--- config.mk ---
export PLATFORM = sky130hd
export DESIGN_NAME = snd_board
export DESIGN_NICKNAME = d
export VERILOG_FILES = /design/src/verilog/snd_bus_pkg.sv /design/src/verilog/snd_audio_pkg.sv /design/src/verilog/snd_bus_decode.sv /design/src/verilog/snd_mailbox.sv /design/src/verilog/snd_tone.sv /design/src/verilog/snd_pcm.sv /design/src/verilog/snd_mixer.sv /design/src/verilog/snd_board.sv
export SDC_FILE = /design/constraint.sdc
export NUM_CORES = 1
export LEC_CHECK = 0
export BUFFER_PORTS_ARGS = -buffer_cell sky130_fd_sc_hd__buf_2
export CAP_MARGIN = 15
export CORE_ASPECT_RATIO = 0.7
export CORE_MARGIN = 2
export CORE_UTILIZATION = 43
export DETAILED_ROUTE_END_ITERATION = 12
export PLACE_DENSITY = 0.65
export SYNTH_ARGS = -nofsm -noshare
export SYNTH_HDL_FRONTEND = slang
export SYNTH_SLANG_ARGS = --single-unit
export TNS_END_PERCENT = 100
--- constraint.sdc ---
create_clock -name clk -period 7.1 [get_ports clk]
set_clock_uncertainty 0.05 [all_clocks]
set_input_delay 0.355 -clock clk [delete_from_list [all_inputs] [get_ports clk]]
set_output_delay 0.355 -clock clk [all_outputs]
set_load 0.02 [all_outputs]
--- src/verilog/snd_bus_pkg.sv ---
/*
 * sound-side bus definitions
 * address and data types, register map of the sound board
 */
`default_nettype none

package snd_bus_pkg;

    typedef logic [7:0] bus_addr_t;
    typedef logic [7:0] bus_data_t;

    // tone block, offsets 0..5
    localparam bus_addr_t TONE_BASE = 8'h00;

    // pcm block, offsets 0..6
    localparam bus_addr_t PCM_BASE = 8'h10;

    localparam bus_addr_t MBOX_DATA   = 8'h20; // read clears the full flag
    localparam bus_addr_t MBOX_STATUS = 8'h21; // bit 0 is the full flag

    localparam bus_data_t OPEN_BUS = 8'hff; // unmapped reads

endpackage

`default_nettype wire

--- src/verilog/snd_audio_pkg.sv ---
/*
 * audio types and constants
 * sample and gain types, sample ROM address, fxlevel gain table,
 * PCM fetch states
 */
`default_nettype none

package snd_audio_pkg;

    typedef logic signed [15:0] sample_t;
    typedef logic [7:0] gain_t; // 4.4 fixed point
    typedef logic [18:0] pcm_addr_t;

    localparam gain_t FM_GAIN = 8'h08; // one half

    // pcm gain selected by fxlevel
    localparam gain_t PCM_GAIN0 = 8'h02;
    localparam gain_t PCM_GAIN1 = 8'h04;
    localparam gain_t PCM_GAIN2 = 8'h08;
    localparam gain_t PCM_GAIN3 = 8'h14;

    typedef enum logic [1:0] {
        idle,     // nothing pending on the ROM
        fetch,    // address set up, request goes out next
        wait_rom  // rom_cs high until rom_ok
    } pcm_state_t;

endpackage

`default_nettype wire

--- src/verilog/snd_bus_decode.sv ---
/*
 * Wishbone slave of the sound bus
 * address decode, single-cycle ack, block strobes, registered read mux
 */
`default_nettype none

module snd_bus_decode (
    input  wire                      clk,
    input  wire                      reset,
    input  wire                      wb_cyc,
    input  wire                      wb_stb,
    input  wire                      wb_we,
    input  wire snd_bus_pkg::bus_addr_t wb_adr,
    input  wire snd_bus_pkg::bus_data_t wb_dat_w,
    input  wire snd_bus_pkg::bus_data_t tone_dout,
    input  wire snd_bus_pkg::bus_data_t pcm_dout,
    input  wire snd_bus_pkg::bus_data_t mbox_dout,
    output logic                     wb_ack,
    output snd_bus_pkg::bus_data_t   wb_dat_r,
    output logic [2:0]               reg_addr,
    output snd_bus_pkg::bus_data_t   reg_din,
    output logic                     tone_we,
    output logic                     pcm_we,
    output logic                     mbox_rd
);

    logic access;
    logic tone_sel;
    logic pcm_sel;
    logic mbox_sel;

    // first clock of a cycle, ack not yet given
    assign access = wb_cyc & wb_stb & ~wb_ack;

    // tone offsets 6 and 7 and pcm offset 7 are unmapped
    assign tone_sel = (wb_adr[7:3] == snd_bus_pkg::TONE_BASE[7:3]) && (wb_adr[2:1] != 2'b11);
    assign pcm_sel  = (wb_adr[7:3] == snd_bus_pkg::PCM_BASE[7:3]) && (wb_adr[2:0] != 3'd7);
    assign mbox_sel = (wb_adr == snd_bus_pkg::MBOX_DATA) || (wb_adr == snd_bus_pkg::MBOX_STATUS);

    assign reg_addr = wb_adr[2:0];
    assign reg_din  = wb_dat_w;

    // strobes land on the edge that raises wb_ack
    assign tone_we = access & wb_we & tone_sel;
    assign pcm_we  = access & wb_we & pcm_sel;
    assign mbox_rd = access & ~wb_we & mbox_sel;

    always_ff @(posedge clk) begin
        if (reset) begin
            wb_ack <= 1'b0;
        end else begin
            wb_ack <= access; // one clock, no wait states
        end
    end

    always_ff @(posedge clk) begin
        if (access) begin
            wb_dat_r <= tone_sel ? tone_dout :
                        pcm_sel  ? pcm_dout  :
                        mbox_sel ? mbox_dout :
                        snd_bus_pkg::OPEN_BUS;
        end
    end

endmodule

`default_nettype wire

--- src/verilog/snd_mailbox.sv ---
/*
 * command mailbox from the main CPU
 * data latch, buffer-full flag and sound CPU interrupt
 */
`default_nettype none

module snd_mailbox (
    input  wire                         clk,
    input  wire                         reset,
    input  wire                         main_wr,
    input  wire snd_bus_pkg::bus_data_t main_din,
    input  wire                         mbox_rd,
    input  wire                         reg_sel,   // 0 data, 1 status
    output snd_bus_pkg::bus_data_t      mbox_dout,
    output logic                        mbox_full,
    output logic                        snd_irq
);

    snd_bus_pkg::bus_data_t cmd;

    always_ff @(posedge clk) begin
        if (reset) begin
            cmd       <= '0;
            mbox_full <= 1'b0;
        end else begin
            if (main_wr) begin
                cmd       <= main_din; // overwrites an unread command
                mbox_full <= 1'b1;
            end else if (mbox_rd && !reg_sel) begin
                mbox_full <= 1'b0;
            end
        end
    end

    assign mbox_dout = reg_sel ? {7'd0, mbox_full} : cmd;

    // irq stays up while a command waits
    assign snd_irq = mbox_full;

endmodule

`default_nettype wire

--- src/verilog/snd_tone.sv ---
/*
 * two-channel square-wave tone generator
 * period and amplitude registers per channel, tick-counted phase
 */
`default_nettype none

module snd_tone (
    input  wire                         clk,
    input  wire                         reset,
    input  wire                         cen_snd,
    input  wire                         tone_we,
    input  wire [2:0]                   reg_addr,
    input  wire snd_bus_pkg::bus_data_t reg_din,
    input  wire                         enable_fm,
    output snd_bus_pkg::bus_data_t      tone_dout,
    output snd_audio_pkg::sample_t     tone_left,
    output snd_audio_pkg::sample_t     tone_right
);

    logic [15:0]            period [2];  // 0 left, 1 right
    logic [7:0]             amp [2];
    logic [15:0]            cnt [2];
    logic                   phase [2];
    logic                   wrap [2];
    snd_audio_pkg::sample_t tone_out [2];

    always_comb begin
        for (int i = 0; i < 2; i++) begin
            wrap[i] = (period[i] != 16'd0) && (cnt[i] == period[i] - 16'd1);
        end
    end

    always_ff @(posedge clk) begin
        if (reset) begin
            for (int i = 0; i < 2; i++) begin
                period[i]   <= '0;
                amp[i]      <= '0;
                cnt[i]      <= '0;
                phase[i]    <= 1'b0;
                tone_out[i] <= '0;
            end
        end else begin
            for (int i = 0; i < 2; i++) begin
                if (cen_snd && period[i] != 16'd0) begin
                    cnt[i]   <= wrap[i] ? 16'd0 : cnt[i] + 16'd1;
                    phase[i] <= phase[i] ^ wrap[i];
                end
                if (cen_snd) begin
                    if (!enable_fm || period[i] == 16'd0)
                        tone_out[i] <= '0;
                    else if (phase[i] ^ wrap[i])
                        tone_out[i] <= {1'b0, amp[i], 7'd0};  // +amp * 128
                    else
                        tone_out[i] <= -$signed({1'b0, amp[i], 7'd0});
                end
            end
            if (tone_we) begin
                case (reg_addr)
                    3'd0, 3'd2: period[reg_addr[1]][7:0]  <= reg_din;
                    3'd1, 3'd3: period[reg_addr[1]][15:8] <= reg_din;
                    3'd4: amp[0] <= reg_din;
                    3'd5: amp[1] <= reg_din;
                    default: ;
                endcase
                if (!reg_addr[2]) begin // period write restarts the channel
                    cnt[reg_addr[1]]   <= '0;
                    phase[reg_addr[1]] <= 1'b0;
                end
            end
        end
    end

    always_comb begin
        case (reg_addr)
            3'd0, 3'd2: tone_dout = period[reg_addr[1]][7:0];
            3'd1, 3'd3: tone_dout = period[reg_addr[1]][15:8];
            3'd4:    tone_dout = amp[0];
            3'd5:    tone_dout = amp[1];
            default: tone_dout = '0;
        endcase
    end

    assign tone_left  = tone_out[0];
    assign tone_right = tone_out[1];

endmodule

`default_nettype wire

--- src/verilog/snd_pcm.sv ---
/*
 * single-channel PCM sample player
 * start/end address and control registers, sample ROM fetch FSM
 */
`default_nettype none

module snd_pcm (
    input  wire                         clk,
    input  wire                         reset,
    input  wire                         cen_snd,
    input  wire                         pcm_we,
    input  wire [2:0]                   reg_addr,
    input  wire snd_bus_pkg::bus_data_t reg_din,
    input  wire snd_bus_pkg::bus_data_t rom_data,
    input  wire                         rom_ok,
    output snd_bus_pkg::bus_data_t      pcm_dout,
    output snd_audio_pkg::sample_t     pcm_out,
    output snd_audio_pkg::pcm_addr_t   rom_addr,
    output logic                        rom_cs
);

    snd_audio_pkg::pcm_addr_t  start_addr;
    snd_audio_pkg::pcm_addr_t  end_addr;
    snd_audio_pkg::pcm_addr_t  addr;
    snd_audio_pkg::pcm_state_t state;
    snd_bus_pkg::bus_data_t    smp;      // byte for the next tick
    logic                      play;

    assign rom_addr = addr;
    assign rom_cs   = (state == snd_audio_pkg::wait_rom);

    always_ff @(posedge clk) begin
        if (reset) begin
            start_addr <= '0;
            end_addr   <= '0;
            addr       <= '0;
            smp        <= '0;
            play       <= 1'b0;
            pcm_out    <= '0;
            state      <= snd_audio_pkg::idle;
        end else begin
            case (state)
                snd_audio_pkg::fetch: state <= snd_audio_pkg::wait_rom;
                snd_audio_pkg::wait_rom:
                    if (rom_ok) begin
                        smp   <= rom_data;
                        state <= snd_audio_pkg::idle;
                    end
                default: ;
            endcase

            if (cen_snd) begin
                if (!play) begin
                    pcm_out <= '0;
                end else if (state == snd_audio_pkg::idle) begin
                    pcm_out <= {~smp[7], smp[6:0], 8'd0}; // (byte - 128) << 8
                    if (addr == end_addr) begin
                        play <= 1'b0; // last byte is out
                    end else begin
                        addr  <= addr + 19'd1;
                        state <= snd_audio_pkg::fetch;
                    end
                end
            end

            if (pcm_we) begin
                case (reg_addr)
                    3'd0: start_addr[7:0]   <= reg_din;
                    3'd1: start_addr[15:8]  <= reg_din;
                    3'd2: start_addr[18:16] <= reg_din[2:0];
                    3'd3: end_addr[7:0]     <= reg_din;
                    3'd4: end_addr[15:8]    <= reg_din;
                    3'd5: end_addr[18:16]   <= reg_din[2:0];
                    3'd6: begin
                        play <= reg_din[0];
                        // a request already on the ROM port is left to finish
                        if (reg_din[0] && state != snd_audio_pkg::wait_rom) begin
                            addr  <= start_addr;
                            state <= snd_audio_pkg::fetch;
                        end
                    end
                    default: ;
                endcase
            end
        end
    end

    always_comb begin
        case (reg_addr)
            3'd0:    pcm_dout = start_addr[7:0];
            3'd1:    pcm_dout = start_addr[15:8];
            3'd2:    pcm_dout = {5'd0, start_addr[18:16]};
            3'd3:    pcm_dout = end_addr[7:0];
            3'd4:    pcm_dout = end_addr[15:8];
            3'd5:    pcm_dout = {5'd0, end_addr[18:16]};
            3'd6:    pcm_dout = {7'd0, play};
            default: pcm_dout = '0;
        endcase
    end

endmodule

`default_nettype wire

--- src/verilog/snd_mixer.sv ---
/*
 * stereo mixer
 * 4.4 gains for tone and PCM, sum, 16-bit clipping, peak and sample strobe
 */
`default_nettype none

module snd_mixer (
    input  wire                         clk,
    input  wire                         reset,
    input  wire                         cen_snd,
    input  wire snd_audio_pkg::sample_t tone_left,
    input  wire snd_audio_pkg::sample_t tone_right,
    input  wire snd_audio_pkg::sample_t pcm_out,
    input  wire [1:0]                   fxlevel,
    input  wire                         enable_fm,
    input  wire                         enable_pcm,
    output snd_audio_pkg::sample_t     snd_left,
    output snd_audio_pkg::sample_t     snd_right,
    output logic                        sample,
    output logic                        peak
);

    snd_audio_pkg::gain_t fm_gain;
    snd_audio_pkg::gain_t pcm_gain;
    logic                 cen_d;    // sources settle on the tick edge
    logic signed [21:0]   mix_l;
    logic signed [21:0]   mix_r;
    logic                 clip_l;
    logic                 clip_r;

    assign fm_gain = enable_fm ? snd_audio_pkg::FM_GAIN : 8'h00;

    always_comb begin
        case (fxlevel)
            2'd0:    pcm_gain = snd_audio_pkg::PCM_GAIN0;
            2'd1:    pcm_gain = snd_audio_pkg::PCM_GAIN1;
            2'd2:    pcm_gain = snd_audio_pkg::PCM_GAIN2;
            default: pcm_gain = snd_audio_pkg::PCM_GAIN3;
        endcase
        if (!enable_pcm) pcm_gain = 8'h00;
    end

    // tone * fm gain + pcm * pcm gain, back to integer scale
    function automatic logic signed [21:0] mix(input snd_audio_pkg::sample_t tone,
                                               input snd_audio_pkg::sample_t pcm,
                                               input snd_audio_pkg::gain_t g_fm,
                                               input snd_audio_pkg::gain_t g_pcm);
        logic signed [25:0] acc;
        acc = 26'(tone) * 26'($signed({1'b0, g_fm}))
            + 26'(pcm) * 26'($signed({1'b0, g_pcm}));
        return 22'(acc >>> 4);
    endfunction

    function automatic snd_audio_pkg::sample_t sat(input logic signed [21:0] v);
        if (v > 22'sd32767)
            return 16'sh7fff;
        else if (v < -22'sd32768)
            return 16'sh8000;
        else
            return v[15:0];
    endfunction

    assign mix_l  = mix(tone_left, pcm_out, fm_gain, pcm_gain);
    assign mix_r  = mix(tone_right, pcm_out, fm_gain, pcm_gain);
    assign clip_l = (mix_l > 22'sd32767) || (mix_l < -22'sd32768);
    assign clip_r = (mix_r > 22'sd32767) || (mix_r < -22'sd32768);

    always_ff @(posedge clk) begin
        if (reset) begin
            cen_d     <= 1'b0;
            snd_left  <= '0;
            snd_right <= '0;
            sample    <= 1'b0;
            peak      <= 1'b0;
        end else begin
            cen_d  <= cen_snd;
            sample <= cen_d;
            peak   <= cen_d & (clip_l | clip_r); // with the sample strobe
            if (cen_d) begin
                snd_left  <= sat(mix_l);
                snd_right <= sat(mix_r);
            end
        end
    end

endmodule

`default_nettype wire

--- src/verilog/snd_board.sv ---
/*
 * sound board top level
 * bus decoder, mailbox, tone generator, PCM player and mixer
 */
`default_nettype none

module snd_board (
    input  wire                            clk,
    input  wire                            reset,
    input  wire                            cen_snd,
    // sound CPU bus
    input  wire                            wb_cyc,
    input  wire                            wb_stb,
    input  wire                            wb_we,
    input  wire snd_bus_pkg::bus_addr_t    wb_adr,
    input  wire snd_bus_pkg::bus_data_t    wb_dat_w,
    output snd_bus_pkg::bus_data_t         wb_dat_r,
    output logic                           wb_ack,
    // main CPU side
    input  wire                            main_wr,
    input  wire snd_bus_pkg::bus_data_t    main_din,
    output logic                           mbox_full,
    output logic                           snd_irq,
    // sample ROM
    output snd_audio_pkg::pcm_addr_t      rom_addr,
    output logic                           rom_cs,
    input  wire snd_bus_pkg::bus_data_t    rom_data,
    input  wire                            rom_ok,
    // options
    input  wire [1:0]                      fxlevel,
    input  wire                            enable_fm,
    input  wire                            enable_pcm,
    // audio
    output snd_audio_pkg::sample_t        snd_left,
    output snd_audio_pkg::sample_t        snd_right,
    output logic                           sample,
    output logic                           peak
);

    logic [2:0]             reg_addr;
    snd_bus_pkg::bus_data_t reg_din;
    snd_bus_pkg::bus_data_t tone_dout;
    snd_bus_pkg::bus_data_t pcm_dout;
    snd_bus_pkg::bus_data_t mbox_dout;
    logic                   tone_we;
    logic                   pcm_we;
    logic                   mbox_rd;
    snd_audio_pkg::sample_t tone_left;
    snd_audio_pkg::sample_t tone_right;
    snd_audio_pkg::sample_t pcm_out;

    snd_bus_decode u_decode (
        .clk       (clk),
        .reset     (reset),
        .wb_cyc    (wb_cyc),
        .wb_stb    (wb_stb),
        .wb_we     (wb_we),
        .wb_adr    (wb_adr),
        .wb_dat_w  (wb_dat_w),
        .tone_dout (tone_dout),
        .pcm_dout  (pcm_dout),
        .mbox_dout (mbox_dout),
        .wb_ack    (wb_ack),
        .wb_dat_r  (wb_dat_r),
        .reg_addr  (reg_addr),
        .reg_din   (reg_din),
        .tone_we   (tone_we),
        .pcm_we    (pcm_we),
        .mbox_rd   (mbox_rd)
    );

    snd_mailbox u_mailbox (
        .clk       (clk),
        .reset     (reset),
        .main_wr   (main_wr),
        .main_din  (main_din),
        .mbox_rd   (mbox_rd),
        .reg_sel   (reg_addr[0]),   // status at the odd address
        .mbox_dout (mbox_dout),
        .mbox_full (mbox_full),
        .snd_irq   (snd_irq)
    );

    snd_tone u_tone (
        .clk        (clk),
        .reset      (reset),
        .cen_snd    (cen_snd),
        .tone_we    (tone_we),
        .reg_addr   (reg_addr),
        .reg_din    (reg_din),
        .enable_fm  (enable_fm),
        .tone_dout  (tone_dout),
        .tone_left  (tone_left),
        .tone_right (tone_right)
    );

    snd_pcm u_pcm (
        .clk      (clk),
        .reset    (reset),
        .cen_snd  (cen_snd),
        .pcm_we   (pcm_we),
        .reg_addr (reg_addr),
        .reg_din  (reg_din),
        .rom_data (rom_data),
        .rom_ok   (rom_ok),
        .pcm_dout (pcm_dout),
        .pcm_out  (pcm_out),
        .rom_addr (rom_addr),
        .rom_cs   (rom_cs)
    );

    snd_mixer u_mixer (
        .clk        (clk),
        .reset      (reset),
        .cen_snd    (cen_snd),
        .tone_left  (tone_left),
        .tone_right (tone_right),
        .pcm_out    (pcm_out),
        .fxlevel    (fxlevel),
        .enable_fm  (enable_fm),
        .enable_pcm (enable_pcm),
        .snd_left   (snd_left),
        .snd_right  (snd_right),
        .sample     (sample),
        .peak       (peak)
    );

endmodule

`default_nettype wire

==> results.cfg, run 1 <==
[outcome]
status = finished, final reports clean

[timing]
worst_pin_slew_ns = 1.07
hold_viol_final = 0
final.min_clock_period_ns = 6.67
fin_crit_sh = 0.939
maxSlewViolCount = 0
max_slew_margin = 0.285
setup_tns_ns = 0
holdWs_ns = 0.0272
setup_viol = 0
fmax_ghz = 0.150

[worst_setup_path]
worstPathArrival_ns = 7.03
worstPathRequired_ns = 7.46
cp_max_fo = 7
crit_slowest_cell = or4_1
start_kind = register
critPathBufInv = 5
r2r_cells = 29
endpoint_kind = register
crit_family = adder cells
cp.depth = 29
critPathKind = register to register
cpPeakStageDelay_ns = 0.54

[finish]
final_cell_mix = nor2_1 (187), dfxtp_1 (146), buf_2 (107)
final_area_um2 = 16400
antenna_cells = 0
drive_gt1_frac = 0.130
utilization = 0.492
nNetsFinal = 1857
final_common_cell = nor2_1
area_growth_pct = 13.2

[floorplan]
initial_core_util = 0.434
core_um2 = 33400
die_h_um = 158
rows = 56
die_w_um = 223
die_area_um2 = 35200
io_pins = 109

[placed_design]
io_buffers = 108
globalplace.congestion = 0.933
place_hpwl_um = 31600
placed_area_um2 = 15300

[logic_synthesis]
ys_ff_latch = 221
synth.net_count = 1768
synth_warnings = 0
ys_seq_area_frac = 0.357
synth.distinct_cells = 80
synthTopCellsByArea = dfxtp_1 (20%), edfxtp_1 (15%), ha_1 (7.2%), xnor2_1 (6.0%), nor2_1 (4.8%)
synth_edf_count = 74
async_reset_ff_frac = 0
synth_area_um2 = 14500
synth_ff_type = dfxtp_1
syn-instance-count = 1622
syn_area_per_cell_um2 = 8.93
synth_top_area_cell = dfxtp_1
synth.top_cell.area_share = 0.203

[routing]
routed_wl_um = 41700
vias_per_cell = 5.70
wl_met2_um = 17100
dr_wl_met3_um = 3320
routed.top_layer = met5
drt-pass1-iter-count = 5
wl_met1_um = 20700
ant_nets = 0
drc = 0
drt-wirelength-per-cell_um = 19.3
first_iter_violations = 1277
via_count = 12344

[run]
maxCapViolations = 0

[clocking]
clock-sinks = 221
cts_buffers = 25
root_buffer = clkbuf_16
htreeDepth = 1
clk_pin_slew_ns = 0.06
cts_tree = done
clk_latency_ns = 0.56
clk_path_buf_depth = 3

[power_and_ir_drop]
p_leak_nw = 6.86
peakVddDrop_mv = 0.157
total_power_mw = 3.02
power_density_nw_per_um2 = 184

[grt]
grt_pass1_vias = 11428
grt_antenna_before_repair = 1
grt_max_degree = 61
grt_pass1_wl_um = 64800
grt_util_all_layers = 0.235
grt_overflow = 0

[min_path]
hold_depth = 3
hold_path.class = input pin to register
layer usage:
layer / track usage / vias to the layer above
met3: 0.0564 / 46
met1: 0.356 / 5932
li1: - / 5927
met2: 0.340 / 437
met5: 0 / -
met4: 0.0394 / 2
cell usage after synthesis (11+ instances only):
| library cell | instances |
|---|---|
| or3_1 | 20 |
| xnor2_1 | 99 |
| a21o_1 | 16 |
| nand2_1 | 95 |
| o21ai_0 | 45 |
| and2_1 | 64 |
| a221o_1 | 11 |
| nor3_1 | 33 |
| ha_1 | 83 |
| a21oi_1 | 93 |
| nor2b_1 | 11 |
| and3_1 | 51 |
| o21bai_1 | 11 |
| inv_1 | 92 |
| nor2_1 | 187 |
| clkbuf_1 | 60 |
| nand4_1 | 22 |
| a211oi_1 | 32 |
| dfxtp_1 | 147 |
| fa_1 | 19 |
| xor2_1 | 39 |
| edfxtp_1 | 74 |
| buf_4 | 11 |
| o211ai_1 | 11 |
| nor4_1 | 15 |
| nand3_1 | 53 |
| mux2i_1 | 67 |
timing repair:
action                                  in CTS  in global routing
gates resized for setup                      0                 10
hold buffers                                15                  0
endpoints found under the setup margin       0                 22
setup buffers                                0                  2
hold endpoints to repair                    15                  0
worst min-delay path, stage by stage:
cell	delay, ns
buf_2	0.08
mux2i_1	0.07
nor2_1	0.09
where the power goes:
group / switching (mW) / leakage [nW] / internal (mW)
sequential: 0.0392 / 1.95 / 1.34
clock: 0.559 / 0.416 / 0.782
combinational: 0.185 / 4.50 / 0.110
per-stage QoR:
stage / setup WS [ns] / std cells
final: 0.434 / 2164
after global routing: -0.0376 / 2164
after CTS: 0.279 / 2161
after detailed placement: -0.0584 / 2101
after global placement: 0.175 / 2101
after floorplan: 0.462 / 1622
worst paths after layout:
path,from,endpoint,slack (ns)
worst max register to register,u_pcm.pcm_out[10],u_mixer.snd_right[8],0.43
worst min register to register,u_mixer.snd_right[7],u_mixer.snd_right[7],0.41
worst max-delay path,u_pcm.pcm_out[10],u_mixer.snd_right[8],0.43
worst min-delay path,main_din[6],u_mailbox.cmd[6],0.03
state kept, by name, summed over array words and instances (netlist names), 2 cells and up:
name               count
u_pcm.pcm_out          8
u_tone.tone_out       18
u_tone.amp            16
u_mixer.snd_left      12
u_tone.cnt            32
u_pcm.state            2
u_mailbox.cmd          8
u_tone.phase           2
u_pcm.end_addr        19
u_pcm.start_addr      19
u_pcm.smp              8
u_tone.period         32
u_decode.wb_dat_r      8
u_mixer.snd_right     12
u_pcm.rom_addr        19
layout make-up:
cell class / count / area (um2)
multi-input combinational: 1228 / 8670
clock inverter: 15 / 175
timing repair buffer: 140 / 821
inverter: 95 / 357
clock buffer: 30 / 664
tap: 435 / 544
sequential: 221 / 5170
fill: 3127 / 17000
cells by family after synthesis:
logic type	share of synthesized area
adders and majority gates	0.0980
and+or+nand+nor	0.217
xor gates and xnor gates	0.0835
DFF	0.357
buffers and inverters	0.0487
AOI/OAI and AO/OA	0.135
muxes	0.0611
Power figures use the tool's default switching activity.
==> inputs of run 2 (changes only) <==
Settings changed: CORE_ASPECT_RATIO 0.7 to not set.
==> run 2 against run 1 <==
Sequential power hardly changed. Flip-flop and latch count did not move. Die area about the same. Sequential share of layout area grew 0.21 points. Via count is 3.1% lower. Count of clock-buffer cells in the layout grew 4.
==> results.cfg, run 2 (synthesis gave the netlist of run 1 again) <==
[outcome]
status = finished, final reports clean

[timing]
fmax_ghz = 0.151
hold_viol_final = 0
final.min_clock_period_ns = 6.62
worst_pin_slew_ns = 1.04
max_slew_margin = 0.304
fin_crit_sh = 0.933
setup_viol = 0
holdWs_ns = 0.0110
maxSlewViolCount = 0

[floorplan]
die_w_um = 188
io_pins = 109
rows = 67
die_h_um = 188
die_area_um2 = 35200
initial_core_util = 0.434
core_um2 = 33400

[routing]
routed.top_layer = met4
first_iter_violations = 879
drt-wirelength-per-cell_um = 17.1
dr_wl_met3_um = 2160
drt-pass1-iter-count = 5
routed_wl_um = 37000
via_count = 11965
wl_met1_um = 16500
vias_per_cell = 5.54
drc = 0
wl_met2_um = 17500
ant_nets = 0

[placed_design]
io_buffers = 108
globalplace.congestion = 0.893
placed_area_um2 = 15300
place_hpwl_um = 27300

[worst_setup_path]
endpoint_kind = register
worstPathArrival_ns = 6.96
cpPeakStageDelay_ns = 0.53
critPathKind = register to register
crit_slowest_cell = fa_1
cp_max_fo = 7
start_kind = register
worstPathRequired_ns = 7.44

[power_and_ir_drop]
combPwrFrac = 0.090
clkPwrFrac = 0.461
peakVddDrop_mv = 0.167
p_leak_nw = 6.79
power.switching_uw = 752
power_density_nw_per_um2 = 189
internal-power_mw = 2.33
netSwitchingFraction = 0.244
seq_power_share = 0.449

[finish]
top_regs = u_tone.cnt (32), u_tone.period (32)
antenna_cells = 0
drive_gt1_frac = 0.126
nNetsFinal = 1838
final_cell_mix = nor2_1 (187), dfxtp_1 (147), buf_2 (107)
final_common_cell = nor2_1
area_growth_pct = 12.5
final_area_um2 = 16300

[clocking]
clk_path_buf_depth = 3
clk_latency_ns = 0.53
htreeDepth = 1
clock-sinks = 221
root_buffer = clkbuf_16
clk_pin_slew_ns = 0.06
cts_buffers = 26
cts_tree = done

[grt]
grt_util_all_layers = 0.210
grt_pass1_wl_um = 61100
grt_antenna_before_repair = 0
grt_max_degree = 83
grt_pass1_vias = 11729
grt_overflow = 0

[run]
maxCapViolations = 0

[min_path]
hold_path.class = input pin to register
-- run 2: worst max-delay path, delay by kind of cell, from the launching register on --
kind                     cells  cell delay (ns)
AO/OA/AOI/OAI                9             1.57
AND/OR/NAND/NOR              6             1.32
adder cells (fa/ha/maj)      7             2.55
buffers and inverters        5             0.34
flip-flops                   1             0.36
XOR/XNOR                     2             0.29
-- run 2: timing repair --
| item | CTS | global route |
|---|---|---|
| resized for setup | 0 | 5 |
| hold buffers | 1 | 0 |
| endpoints found under the hold margin | 1 | 0 |
| setup endpoints to repair | 0 | 20 |
| buffers inserted | 0 | 1 |
-- run 2: final timing paths --
kind,startpoint,to,slack [ns],cells past startpoint
max,u_pcm.pcm_out[11],u_mixer.snd_right[13],0.48,29
min,main_din[3],u_mailbox.cmd[3],0.01,3
max reg2reg,u_pcm.pcm_out[11],u_mixer.snd_right[13],0.48,29
min reg2reg,u_mixer.snd_right[14],u_mixer.snd_right[14],0.41,2
-- run 2: layer usage --
layer	global-route usage	up-vias
met5	0	-
li1	-	5887
met2	0.365	353
met4	0.0530	0
met3	0.0281	73
met1	0.277	5652
-- run 2: area by class of cell --
cell class / instances / area [um2]
Fill cell: 3238 / 17100
Multi-Input combinational cell: 1227 / 8630
Sequential cell: 221 / 5160
Clock buffer: 34 / 776
Timing Repair Buffer: 121 / 643
Tap cell: 448 / 561
Inverter: 95 / 357
Clock inverter: 13 / 149
-- run 2: through the flow --
| stage | setup TNS (ns) | util | total power [mW] | std cells | worst slack [ns] |
|---|---|---|---|---|---|
| 3_3_place_gp | 0 | 0.459 | 1.68 | 2110 | 0.194 |
| 4_1_cts | 0 | 0.487 | 3.10 | 2158 | 0.407 |
| 5_1_grt | -0.460 | 0.488 | 3.19 | 2159 | -0.0740 |
| 2_1_floorplan | 0 | - | 1.60 | 1622 | 0.462 |
| 3_5_place_dp | 0 | 0.459 | 1.68 | 2110 | 0.0791 |
| 6_report | 0 | 0.488 | 3.08 | 2159 | 0.478 |
-- run 2: power by group through the flow --
stage,Sequential [mW],Clock [mW],Combinational [mW]
after floorplan,1.41,0,0.188
after global placement,1.41,0,0.271
after detailed placement,1.41,0,0.276
after CTS,1.38,1.44,0.277
after global routing,1.39,1.50,0.305
final,1.38,1.42,0.278
